==> src/design/ipic_pkg.sv <==
package ipic_pkg;

    //----------------------------------------
    // Widths and vector types
    //----------------------------------------
    localparam int IRQ_NUM   = 16;   // External interrupt lines
    localparam int IRQ_IDX_W = 4;    // Line index width
    localparam int XLEN      = 32;   // Register data width

    typedef logic [IRQ_NUM-1:0]   irq_vec_t;    // One bit per line
    typedef logic [IRQ_IDX_W-1:0] irq_idx_t;    // Line number
    typedef logic [IRQ_IDX_W:0]   vect_num_t;   // Current vector, MSB set when idle
    typedef logic [XLEN-1:0]      xlen_t;       // Register data word
    typedef logic [2:0]           reg_addr_t;   // Register address

    localparam vect_num_t VOID_VECT = vect_num_t'(IRQ_NUM);   // Nothing in service

    //----------------------------------------
    // Register map
    //----------------------------------------
    localparam reg_addr_t ADDR_CISV = 3'd0;   // Current vector, read only
    localparam reg_addr_t ADDR_IPR  = 3'd2;   // Pending, write 1 to clear
    localparam reg_addr_t ADDR_ISVR = 3'd3;   // In service, read only
    localparam reg_addr_t ADDR_EOI  = 3'd4;   // End of interrupt
    localparam reg_addr_t ADDR_SOI  = 3'd5;   // Start of interrupt
    localparam reg_addr_t ADDR_IDX  = 3'd6;   // Line select for ICSR
    localparam reg_addr_t ADDR_ICSR = 3'd7;   // Per-line control/status

    // ICSR field positions
    localparam int ICSR_IP     = 0;
    localparam int ICSR_IE     = 1;
    localparam int ICSR_IM     = 2;    // 1 = edge, 0 = level
    localparam int ICSR_INV    = 3;
    localparam int ICSR_IS     = 4;
    localparam int ICSR_LN_LSB = 12;   // Line number field

    //----------------------------------------
    // Bundles
    //----------------------------------------
    typedef struct packed {
        logic      rd;      // Read strobe
        logic      wr;      // Write strobe
        reg_addr_t addr;
        xlen_t     wdata;
    } csr_req_t;

    typedef struct packed {
        logic  idx_wr;      // Write to IDX
        logic  icsr_wr;     // Write to ICSR
        xlen_t wdata;
    } cfg_cmd_t;

    typedef struct packed {
        logic     vd;       // Some bit found
        irq_idx_t idx;      // Lowest set bit
    } prio_t;

endpackage
==> src/design/ipic_top.sv <==
`timescale 1ns/1ps

module ipic_top #(
    parameter bit SYNC_EN = 1'b1                  // Synchronize external lines
) (
    input  logic               clk,
    input  logic               rst_n,
    input  ipic_pkg::irq_vec_t irq_lines_i,       // From the SoC
    input  ipic_pkg::csr_req_t csr_req_i,         // From the core
    output ipic_pkg::xlen_t    rdata_o,
    output logic               irq_req_o
);
    import ipic_pkg::*;

    //----------------------------------------
    // Interconnect
    //----------------------------------------
    cfg_cmd_t  cfg_cmd;
    irq_vec_t  clr_req;
    logic      soi_wr, eoi_wr;
    irq_vec_t  ier, imr, iinv, iinv_next;
    irq_idx_t  idx;
    irq_vec_t  lvl, edge_det;
    irq_vec_t  ipr, isvr, isvr_eoi;
    vect_num_t cisv;
    prio_t     req_prio;                          // Best pending and enabled
    prio_t     eoi_prio;                          // Best left after EOI
    logic      start_en;

    ipic_reg_ctrl u_reg_ctrl (
        .clk, .rst_n, .csr_req_i,
        .ipr_i (ipr), .isvr_i (isvr), .ier_i (ier), .imr_i (imr), .iinv_i (iinv),
        .idx_i (idx), .cisv_i (cisv),
        .cfg_cmd_o (cfg_cmd), .clr_req_o (clr_req),
        .soi_wr_o (soi_wr), .eoi_wr_o (eoi_wr), .rdata_o
    );

    ipic_irq_frontend #(.SYNC_EN (SYNC_EN)) u_frontend (
        .clk, .rst_n, .lines_i (irq_lines_i), .inv_i (iinv_next),
        .lvl_o (lvl), .edge_o (edge_det)
    );

    ipic_cfg_regs u_cfg_regs (
        .clk, .rst_n, .cmd_i (cfg_cmd),
        .ier_o (ier), .imr_o (imr), .iinv_o (iinv), .iinv_next_o (iinv_next), .idx_o (idx)
    );

    ipic_pending u_pending (
        .clk, .rst_n, .lvl_i (lvl), .edge_i (edge_det), .imr_i (imr), .clr_req_i (clr_req),
        .start_i (req_prio), .start_en_i (start_en), .ipr_o (ipr)
    );

    ipic_prio_enc u_prio_req (.vec_i (ipr & ier), .res_o (req_prio));
    ipic_prio_enc u_prio_eoi (.vec_i (isvr_eoi),  .res_o (eoi_prio));

    ipic_service u_service (
        .clk, .rst_n, .req_i (req_prio), .eoi_next_i (eoi_prio),
        .soi_wr_i (soi_wr), .eoi_wr_i (eoi_wr), .start_en_o (start_en),
        .isvr_o (isvr), .isvr_eoi_o (isvr_eoi), .cisv_o (cisv), .irq_req_o
    );

endmodule

==> src/design/ipic_reg_ctrl.sv <==
`timescale 1ns/1ps

module ipic_reg_ctrl (
    input  logic                clk,
    input  logic                rst_n,
    input  ipic_pkg::csr_req_t  csr_req_i,        // Register request from core
    input  ipic_pkg::irq_vec_t  ipr_i,
    input  ipic_pkg::irq_vec_t  isvr_i,
    input  ipic_pkg::irq_vec_t  ier_i,
    input  ipic_pkg::irq_vec_t  imr_i,
    input  ipic_pkg::irq_vec_t  iinv_i,
    input  ipic_pkg::irq_idx_t  idx_i,
    input  ipic_pkg::vect_num_t cisv_i,
    output ipic_pkg::cfg_cmd_t  cfg_cmd_o,        // IDX/ICSR write command
    output ipic_pkg::irq_vec_t  clr_req_o,        // Pending clear mask
    output logic                soi_wr_o,
    output logic                eoi_wr_o,
    output ipic_pkg::xlen_t     rdata_o
);
    import ipic_pkg::*;

    logic  wr_ipr;
    logic  wr_idx;
    logic  wr_icsr;
    xlen_t icsr_word;                             // ICSR view of indexed line

    //----------------------------------------
    // Write decode
    //----------------------------------------
    assign wr_ipr   = csr_req_i.wr && (csr_req_i.addr == ADDR_IPR);
    assign wr_idx   = csr_req_i.wr && (csr_req_i.addr == ADDR_IDX);
    assign wr_icsr  = csr_req_i.wr && (csr_req_i.addr == ADDR_ICSR);
    assign soi_wr_o = csr_req_i.wr && (csr_req_i.addr == ADDR_SOI);   // Data ignored
    assign eoi_wr_o = csr_req_i.wr && (csr_req_i.addr == ADDR_EOI);   // Data ignored

    assign cfg_cmd_o.idx_wr  = wr_idx;
    assign cfg_cmd_o.icsr_wr = wr_icsr;
    assign cfg_cmd_o.wdata   = csr_req_i.wdata;

    // Write 1 to clear pending
    always_comb begin
        clr_req_o = '0;
        if (wr_ipr) begin
            clr_req_o = csr_req_i.wdata[IRQ_NUM-1:0];
        end else if (wr_icsr) begin
            clr_req_o[idx_i] = csr_req_i.wdata[ICSR_IP];   // Only the indexed line
        end
    end

    //----------------------------------------
    // Read data
    //----------------------------------------
    always_comb begin
        icsr_word                             = '0;
        icsr_word[ICSR_IP]                    = ipr_i[idx_i];
        icsr_word[ICSR_IE]                    = ier_i[idx_i];
        icsr_word[ICSR_IM]                    = imr_i[idx_i];
        icsr_word[ICSR_INV]                   = iinv_i[idx_i];
        icsr_word[ICSR_IS]                    = isvr_i[idx_i];
        icsr_word[ICSR_LN_LSB +: IRQ_IDX_W]   = idx_i;   // Line number echo
    end

    always_comb begin
        rdata_o = '0;                             // Idle bus reads zero
        if (csr_req_i.rd) begin
            case (csr_req_i.addr)
                ADDR_CISV: rdata_o = xlen_t'(cisv_i);
                ADDR_IPR:  rdata_o = xlen_t'(ipr_i);
                ADDR_ISVR: rdata_o = xlen_t'(isvr_i);
                ADDR_IDX:  rdata_o = xlen_t'(idx_i);
                ADDR_ICSR: rdata_o = icsr_word;
                default:   rdata_o = '0;          // EOI, SOI, unused hole
            endcase
        end
    end

    // One request type per cycle from the core
    a_rd_wr_excl: assert property (@(posedge clk) disable iff (!rst_n)
        !(csr_req_i.rd && csr_req_i.wr))
        else $error("Read and write strobes high together");

endmodule

==> src/design/ipic_service.sv <==
`timescale 1ns/1ps

module ipic_service (
    input  logic                clk,
    input  logic                rst_n,
    input  ipic_pkg::prio_t     req_i,            // Best pending and enabled line
    input  ipic_pkg::prio_t     eoi_next_i,       // Best remaining in service
    input  logic                soi_wr_i,
    input  logic                eoi_wr_i,
    output logic                start_en_o,       // Interrupt starts this cycle
    output ipic_pkg::irq_vec_t  isvr_o,
    output ipic_pkg::irq_vec_t  isvr_eoi_o,       // ISVR minus current line
    output ipic_pkg::vect_num_t cisv_o,
    output logic                irq_req_o         // Request to the core
);
    import ipic_pkg::*;

    vect_num_t cisv_q, cisv_next;
    irq_vec_t  isvr_q, isvr_next;
    logic      serv_vd;                           // Something in service
    irq_idx_t  serv_idx;
    logic      eoi_en;

    assign serv_vd  = ~cisv_q[IRQ_IDX_W];          // VOID_VECT has MSB set
    assign serv_idx = cisv_q[IRQ_IDX_W-1:0];

    // Higher priority means lower index
    assign irq_req_o  = req_i.vd & (~serv_vd | (req_i.idx < serv_idx));
    assign start_en_o = soi_wr_i & irq_req_o;
    assign eoi_en     = eoi_wr_i & serv_vd;        // EOI when idle is dropped

    always_comb begin
        isvr_eoi_o = isvr_q;
        if (serv_vd) isvr_eoi_o[serv_idx] = 1'b0;
    end

    //----------------------------------------
    // Start / end of interrupt
    //----------------------------------------
    always_comb begin
        isvr_next = isvr_q;
        cisv_next = cisv_q;
        if (start_en_o) begin
            isvr_next[req_i.idx] = 1'b1;
            cisv_next            = {1'b0, req_i.idx};
        end else if (eoi_en) begin
            isvr_next = isvr_eoi_o;
            cisv_next = eoi_next_i.vd ? {1'b0, eoi_next_i.idx} : VOID_VECT;   // Back to outer level
        end
    end

    always_ff @(posedge clk or negedge rst_n) begin
        if (!rst_n) begin
            isvr_q <= '0;
            cisv_q <= VOID_VECT;
        end else begin
            isvr_q <= isvr_next;
            cisv_q <= cisv_next;
        end
    end

    assign isvr_o = isvr_q;
    assign cisv_o = cisv_q;

    // Current vector and in-service set must agree on idleness
    a_cisv_void: assert property (@(posedge clk) disable iff (!rst_n)
        (cisv_q == VOID_VECT) == (isvr_q == '0))
        else $error("CISV and ISVR disagree on idle state");

endmodule

==> src/design/ipic_prio_enc.sv <==
`timescale 1ns/1ps

module ipic_prio_enc (
    input  ipic_pkg::irq_vec_t vec_i,
    output ipic_pkg::prio_t    res_o              // Lowest set bit
);
    logic [7:0] s1_vd;                            // Pairs
    logic [7:0] s1_idx;
    logic [3:0] s2_vd;                            // Quads
    logic [1:0] s2_idx [4];
    logic [1:0] s3_vd;                            // Octets
    logic [2:0] s3_idx [2];

    always_comb begin
        for (int i = 0; i < 8; i++) begin
            s1_vd[i]  = vec_i[2*i] | vec_i[2*i+1];
            s1_idx[i] = ~vec_i[2*i];              // Even bit wins
        end
        for (int i = 0; i < 4; i++) begin
            s2_vd[i]  = s1_vd[2*i] | s1_vd[2*i+1];
            s2_idx[i] = s1_vd[2*i] ? {1'b0, s1_idx[2*i]} : {1'b1, s1_idx[2*i+1]};
        end
        for (int i = 0; i < 2; i++) begin
            s3_vd[i]  = s2_vd[2*i] | s2_vd[2*i+1];
            s3_idx[i] = s2_vd[2*i] ? {1'b0, s2_idx[2*i]} : {1'b1, s2_idx[2*i+1]};
        end
        res_o.vd  = s3_vd[0] | s3_vd[1];
        res_o.idx = s3_vd[0] ? {1'b0, s3_idx[0]} : {1'b1, s3_idx[1]};
    end

endmodule

==> src/design/ipic_pending.sv <==
`timescale 1ns/1ps

module ipic_pending (
    input  logic               clk,
    input  logic               rst_n,
    input  ipic_pkg::irq_vec_t lvl_i,             // Active level per line
    input  ipic_pkg::irq_vec_t edge_i,            // Detected edges
    input  ipic_pkg::irq_vec_t imr_i,             // Mode, 1 = edge
    input  ipic_pkg::irq_vec_t clr_req_i,         // From IPR/ICSR writes
    input  ipic_pkg::prio_t    start_i,           // Line being started
    input  logic               start_en_i,        // Interrupt really starts
    output ipic_pkg::irq_vec_t ipr_o
);
    import ipic_pkg::*;

    irq_vec_t ipr_q;
    irq_vec_t ipr_next;
    irq_vec_t clr_all;                            // Register clears plus SOI
    irq_vec_t clr;                                // Clears that take effect

    always_comb begin
        clr_all = clr_req_i;
        if (start_en_i) begin
            clr_all[start_i.idx] = 1'b1;
        end
    end

    // Active level line in level mode cannot be cleared
    assign clr = clr_all & (~lvl_i | imr_i);

    //----------------------------------------
    // Clear, else follow level, else latch edge
    //----------------------------------------
    assign ipr_next = ~clr & ((~imr_i & lvl_i) | (imr_i & (ipr_q | edge_i)));

    always_ff @(posedge clk or negedge rst_n) begin
        if (!rst_n) ipr_q <= '0;
        else        ipr_q <= ipr_next;
    end

    assign ipr_o = ipr_q;

endmodule

==> src/design/ipic_cfg_regs.sv <==
`timescale 1ns/1ps

module ipic_cfg_regs (
    input  logic                clk,
    input  logic                rst_n,
    input  ipic_pkg::cfg_cmd_t  cmd_i,            // Decoded IDX/ICSR writes
    output ipic_pkg::irq_vec_t  ier_o,            // Enable
    output ipic_pkg::irq_vec_t  imr_o,            // Mode, 1 = edge
    output ipic_pkg::irq_vec_t  iinv_o,           // Inversion
    output ipic_pkg::irq_vec_t  iinv_next_o,      // Inversion incl. this write
    output ipic_pkg::irq_idx_t  idx_o             // Line selected for ICSR
);
    import ipic_pkg::*;

    irq_idx_t idx_q;
    irq_vec_t ier_q,  ier_next;
    irq_vec_t imr_q,  imr_next;
    irq_vec_t iinv_q, iinv_next;

    //----------------------------------------
    // ICSR write hits the indexed line
    //----------------------------------------
    always_comb begin
        ier_next  = ier_q;
        imr_next  = imr_q;
        iinv_next = iinv_q;
        if (cmd_i.icsr_wr) begin
            ier_next[idx_q]  = cmd_i.wdata[ICSR_IE];
            imr_next[idx_q]  = cmd_i.wdata[ICSR_IM];
            iinv_next[idx_q] = cmd_i.wdata[ICSR_INV];
        end
    end

    always_ff @(posedge clk or negedge rst_n) begin
        if (!rst_n) begin
            idx_q  <= '0;
            ier_q  <= '0;
            imr_q  <= '0;
            iinv_q <= '0;
        end else begin
            if (cmd_i.idx_wr) begin
                idx_q <= cmd_i.wdata[IRQ_IDX_W-1:0];   // Upper bits dropped
            end
            ier_q  <= ier_next;
            imr_q  <= imr_next;
            iinv_q <= iinv_next;
        end
    end

    assign ier_o       = ier_q;
    assign imr_o       = imr_q;
    assign iinv_o      = iinv_q;
    assign iinv_next_o = iinv_next;   // Level detect sees new polarity now
    assign idx_o       = idx_q;

endmodule

==> src/design/ipic_irq_frontend.sv <==
`timescale 1ns/1ps

module ipic_irq_frontend #(
    parameter bit SYNC_EN = 1'b1                  // Two-flop synchronizer on the lines
) (
    input  logic               clk,
    input  logic               rst_n,
    input  ipic_pkg::irq_vec_t lines_i,           // Raw lines from the SoC
    input  ipic_pkg::irq_vec_t inv_i,             // Inversion, next value
    output ipic_pkg::irq_vec_t lvl_o,             // Active level per line
    output ipic_pkg::irq_vec_t edge_o             // Edge into active level
);
    import ipic_pkg::*;

    irq_vec_t lines_s;                            // Lines after optional sync
    irq_vec_t lines_d;                            // Lines one cycle earlier

    //----------------------------------------
    // Optional synchronizer
    //----------------------------------------
    if (SYNC_EN) begin : g_sync
        irq_vec_t meta_q;
        irq_vec_t sync_q;

        always_ff @(posedge clk or negedge rst_n) begin
            if (!rst_n) begin
                meta_q <= '0;
                sync_q <= '0;
            end else begin
                meta_q <= lines_i;   // May go metastable
                sync_q <= meta_q;
            end
        end
        assign lines_s = sync_q;
    end else begin : g_direct
        assign lines_s = lines_i;    // Lines already in clk domain
    end

    // History for edge detection
    always_ff @(posedge clk or negedge rst_n) begin
        if (!rst_n) lines_d <= '0;
        else        lines_d <= lines_s;
    end

    assign lvl_o  = lines_s ^ inv_i;
    assign edge_o = (lines_s ^ lines_d) & lvl_o;   // Only toggles into active

endmodule

==> config.mk <==
export PLATFORM = sky130hd
export DESIGN_NAME = ipic_top
export DESIGN_NICKNAME = d
export VERILOG_FILES = /design/src/design/ipic_pkg.sv /design/src/design/ipic_top.sv /design/src/design/ipic_reg_ctrl.sv /design/src/design/ipic_service.sv /design/src/design/ipic_prio_enc.sv /design/src/design/ipic_pending.sv /design/src/design/ipic_cfg_regs.sv /design/src/design/ipic_irq_frontend.sv
export SDC_FILE = /design/constraint.sdc
export NUM_CORES = 1
export LEC_CHECK = 0
export BUFFER_PORTS_ARGS = -buffer_cell sky130_fd_sc_hd__buf_2
export CORE_MARGIN = 8
export CORE_UTILIZATION = 50
export DETAILED_ROUTE_END_ITERATION = 10
export GPL_TIMING_DRIVEN = 0
export PLACE_DENSITY = 0.74
export SLEW_MARGIN = 15
export SYNTH_ARGS = -nofsm -noshare
export SYNTH_HDL_FRONTEND = slang
export SYNTH_HIERARCHICAL = 1
export SYNTH_SLANG_ARGS = --single-unit
==> constraint.sdc <==
create_clock -name clk -period 6.45 [get_ports clk]
set_clock_uncertainty 0.15 [all_clocks]
set_input_delay 0.9675 -clock clk [delete_from_list [all_inputs] [get_ports clk]]
set_output_delay 0.9675 -clock clk [all_outputs]
set_load 0.05 [all_outputs]
# After elaboration in Yosys (flattened, before gate mapping)
# Index checks and enable logic that the tools add are counted.
# word_totals
reg_bits	137
output_inout_bits	33
in_bits	55
word_cells	148
# classes
bitwise_logic	70
n_eq_ne	6
order_cmp	7
reduce_logical	10
muxes	45
# ops
cell	n
$and A16 B16 Y16	8
$mux W16	7
$or A16 B16 Y16	5
$pmux W16 S5	1
$not A16 Y16	4
$bwmux W16	3
$mux W32	1
$xor A16 B16 Y16	2
$or A1 B1 Y1	31
$bmux W1 S4	5
$not A1 Y1	17
$mux W2	8
$lt A4 B5 Y1 const B	3
$mux W5	3
$demux W1 S4	3
$eq A3 B3 Y1 const B	4
$ge A4 B1 Y1 const B	3
$mux W3	4
$logic_and A1 B1 Y1	8
$mux W1	8
$mux W4	2
$eq A3 B2 Y1 const B	2
$lt A4 B4 Y1	1
$and A1 B1 Y1	3
other kinds (2)	2

# Longest topological paths before layout
# logic_depth
word_depth	14
depth_mapped	12
depth_no_buf	12

# Modules after synthesis
# The synthesis kept the hierarchy.
# by_module_without_submodules
mod	seq_area_each_um2	area_per_inst_um2	cells_each	n_inst
ipic_cfg_regs	1301.2	2059.5	136	1
ipic_reg_ctrl	0.0	1783.0	214	1
ipic_irq_frontend	1201.2	1701.6	112	1
ipic_service	526.8	1178.6	133	1
ipic_pending	400.4	892.1	108	1
ipic_prio_enc	0.0	147.6	25	2
ipic_top	0.0	100.1	16	1

# Least setup slack after synthesis
# OpenSTA, ideal clock, no wires.
# synth_timing
path_type	register to output
start	register u_pending.ipr_q[9], in the netlist u_pending/ipr_o[9]
end	output irq_req_o
setup_slack_ns	1.292
t_arrival_ns	4.040
path_buffers	0
path_stages_with_launch	10
required_time_ns	5.332
path_cell_list	dfrtp_1 and2_1 nor2_1 o31ai_1 a2111oi_0 ha_1 o211ai_1 o21ai_2 nor2b_1 nor2b_1
# synth_lines
item	line	rtl
from (decl)	ipic_pending.sv:16	irq_vec_t ipr_q;
from (signal assigned)	ipic_pending.sv:38	else ipr_q <= ipr_next;
to (decl)	ipic_top.sv:11	output logic irq_req_o

==> metrics.md <==
| Metric | Value |
|---|---|
| Area of the multi-input gates | 3880 sq um |
| Share of cells above drive strength 1 | 27.5% |
| Crit-path max cell delay | 0.91 ns |
| GP Congestion | 0.953 |
| Synthesis-to-layout area growth | 16.0% |
| Vias in the first global route | 6238 |
| Clk Latency, worst-skew pair | 0.42 ns |
| Worst EP required | 5.33 ns |
| Buf/Inv on CP | 2 |
| CP Capture Type | output pin |
| First-pass GRT wire length | 34.7 mm |
| Grt ovf | 0 |
| DP Cell Count | 1002 |
| Synth warnings | 6 |
| Final cell count without fillers | 1033 |
| Placed cell areas | 8430 sq um |
| Die height | 141 um |
| Final Max Tran Viols | 0 |
| RSZ-0062 raised after global routing | no |
| Worst Path Max Fanout | 8 |
| Pin count of the biggest net entering global routing | 95 |
| Routed WL per cell | 21.3 um |
| Fin nets | 891 |
| Peak supply drop | 223 uV |
| Core area | 15200 sq um |
| Family with the most delay on the worst path | compound AO/OA/AOI/OAI gates |
| Placement Rows | 45 |
| Die W | 141 um |
| Most frequent cells in the layout | dfrtp_1 (136), buf_2 (65), inv_1 (60), nor2_1 (59), mux2_2 (53) |
| Antenna cell count | 0 |
| Clock transition at the registers of the reported paths | 0.06 ns |
| Final setup vio count | 0 |
| TritonRoute pass-1 iters | 6 |
| TritonCTS buffer count | 17 |
| Total track usage | 22.7% |
| IO Count | 88 |
| Max clock buf depth | 2 |
| Tcrit/Tclk final | 75.6% |
| Final wirelength | 22.0 mm |
| Post-Synthesis Mean Instance Area | 10.5 sq um |
| Initial antenna violation count | 0 |
| Hold WC Path Type | reg2reg |
| Leading cell type in the layout, fill and taps excluded | dfrtp_1 |
| Post-CTS Setup Bufs | 0 |
| Total area of sequential cells | 3430 sq um |
| Final Util | 59.5% |
| Synthesized area | 7800 sq um |
| Slew headroom | 34.6% |
| FILL cells | 1291 |
| Die area | 19900 sq um |
| DRC Markers | 0 |
| Mapped Cells | 741 |
| H-tree depth reported by CTS | 4 |
| Static Leakage | 0.00419 uW |
| Slew @ Worst Pin | 0.978 ns |
| Max Cap Viol | 0 |
| Port buffer count | 55 |
| Clock root buffer | clkbuf_16 |
| Hold buffers post-CTS | 0 |
| Clock period minus worst slack | 4.88 ns |
| Initial Util | 51.3% |
| Final count of hold timing violations | 0 |
| CP arrival | 3.76 ns |
| DR vias | 6238 |
| Status | finished clean |
| Slowest cell on crit path | a2111oi_2 |
| Drt via density | 6.04 |
| Worst-path cell chain | and2_1 > nor2_1 > o31ai_1 > a2111oi_2 > buf_2 > ha_1 > o211ai_1 > o21ai_2 > nor2b_1 > nor2b_1 > buf_2 |
| TritonCTS clock tree | yes |
| PD cells | 383 nW/um^2 |
| Maximum clock rate | 205 MHz |
| Crit start category | flop |
| Post-DP HPWL | 16.2 mm |
| Clock Sinks | 137 |
| DRT iter0 DRCs | 586 |
| Worst setup path class | reg2out |
| Min Hold Slack | 0.195 ns |
| CTS resizes | 0 |
| Final instance area | 9050 sq um |
| Antenna-violating nets left | 0 |
-- cell type report --
| class | instances | share of cell area (%) |
|---|---|---|
| flip-flops and latches | 137 | 37.9 |
| plain buffers | 48 | 3.75 |
| inverters | 60 | 2.49 |
| repair buffers | 58 | 3.60 |
| clock inverters | 12 | 1.81 |
| clock buffers | 19 | 5.01 |
| well taps | 188 | 2.60 |
| multi-input cells | 511 | 42.9 |
-- path summary, 6_finish.rpt --
kind,to,cells after the start,slack (ns),start
worst max-delay path,irq_req_o,11,1.57,u_pending/ipr_o[13]
worst min-delay path,u_frontend/g_sync.sync_q[10],0,0.19,u_frontend/g_sync.meta_q[10]
worst max register to register,u_pending/ipr_o[2],13,1.75,u_pending/ipr_o[13]
worst min register to register,u_frontend/g_sync.sync_q[10],0,0.19,u_frontend/g_sync.meta_q[10]
max in group asynchronous,u_cfg_regs/imr_o[7],2,5.11,rst_n
min in group asynchronous,u_service/isvr_o[13],1,0.28,rst_n
-- metal layers --
| layer | share of wire (%) | global-route usage [%] | vias up |
|---|---|---|---|
| met5 | 0 | 0 | - |
| met4 | 3.8 | 10.5 | 0 |
| met3 | 7.7 | 5.57 | 59 |
| met2 | 47 | 37.1 | 307 |
| met1 | 41 | 28.0 | 3016 |
| li1 | - | - | 2856 |
-- power by group --
group,switching (uW),total [uW],internal [uW]
sequential,180,1190,1010
clock,397,1030,633
combinational,760,1250,485
total,1340,3470,2130
-- sequential cells by signal, summed over array words and instances, names as in the netlist --
| name | count |
|---|---|
| u_cfg_regs/ier_o | 16 |
| u_cfg_regs/iinv_o | 16 |
| u_cfg_regs/imr_o | 16 |
| u_frontend/g_sync.meta_q | 16 |
| u_frontend/g_sync.sync_q | 16 |
| u_frontend/lines_d | 16 |
| u_pending/ipr_o | 16 |
| u_service/isvr_o | 16 |
| u_service/cisv_o | 5 |
| u_cfg_regs/idx_o | 4 |
-- per-stage QoR --
stage | total power (uW) | setup TNS, ns | setup WS (ns)
floorplan | 2020 | 0 | 1.29
global placement | 2370 | -1.01 | -0.229
detailed placement | 2410 | 0 | 1.86
CTS | 3450 | 0 | 1.62
global route | 3630 | 0 | 1.39
finish | 3470 | 0 | 1.57
Power figures use the tool's default switching activity.
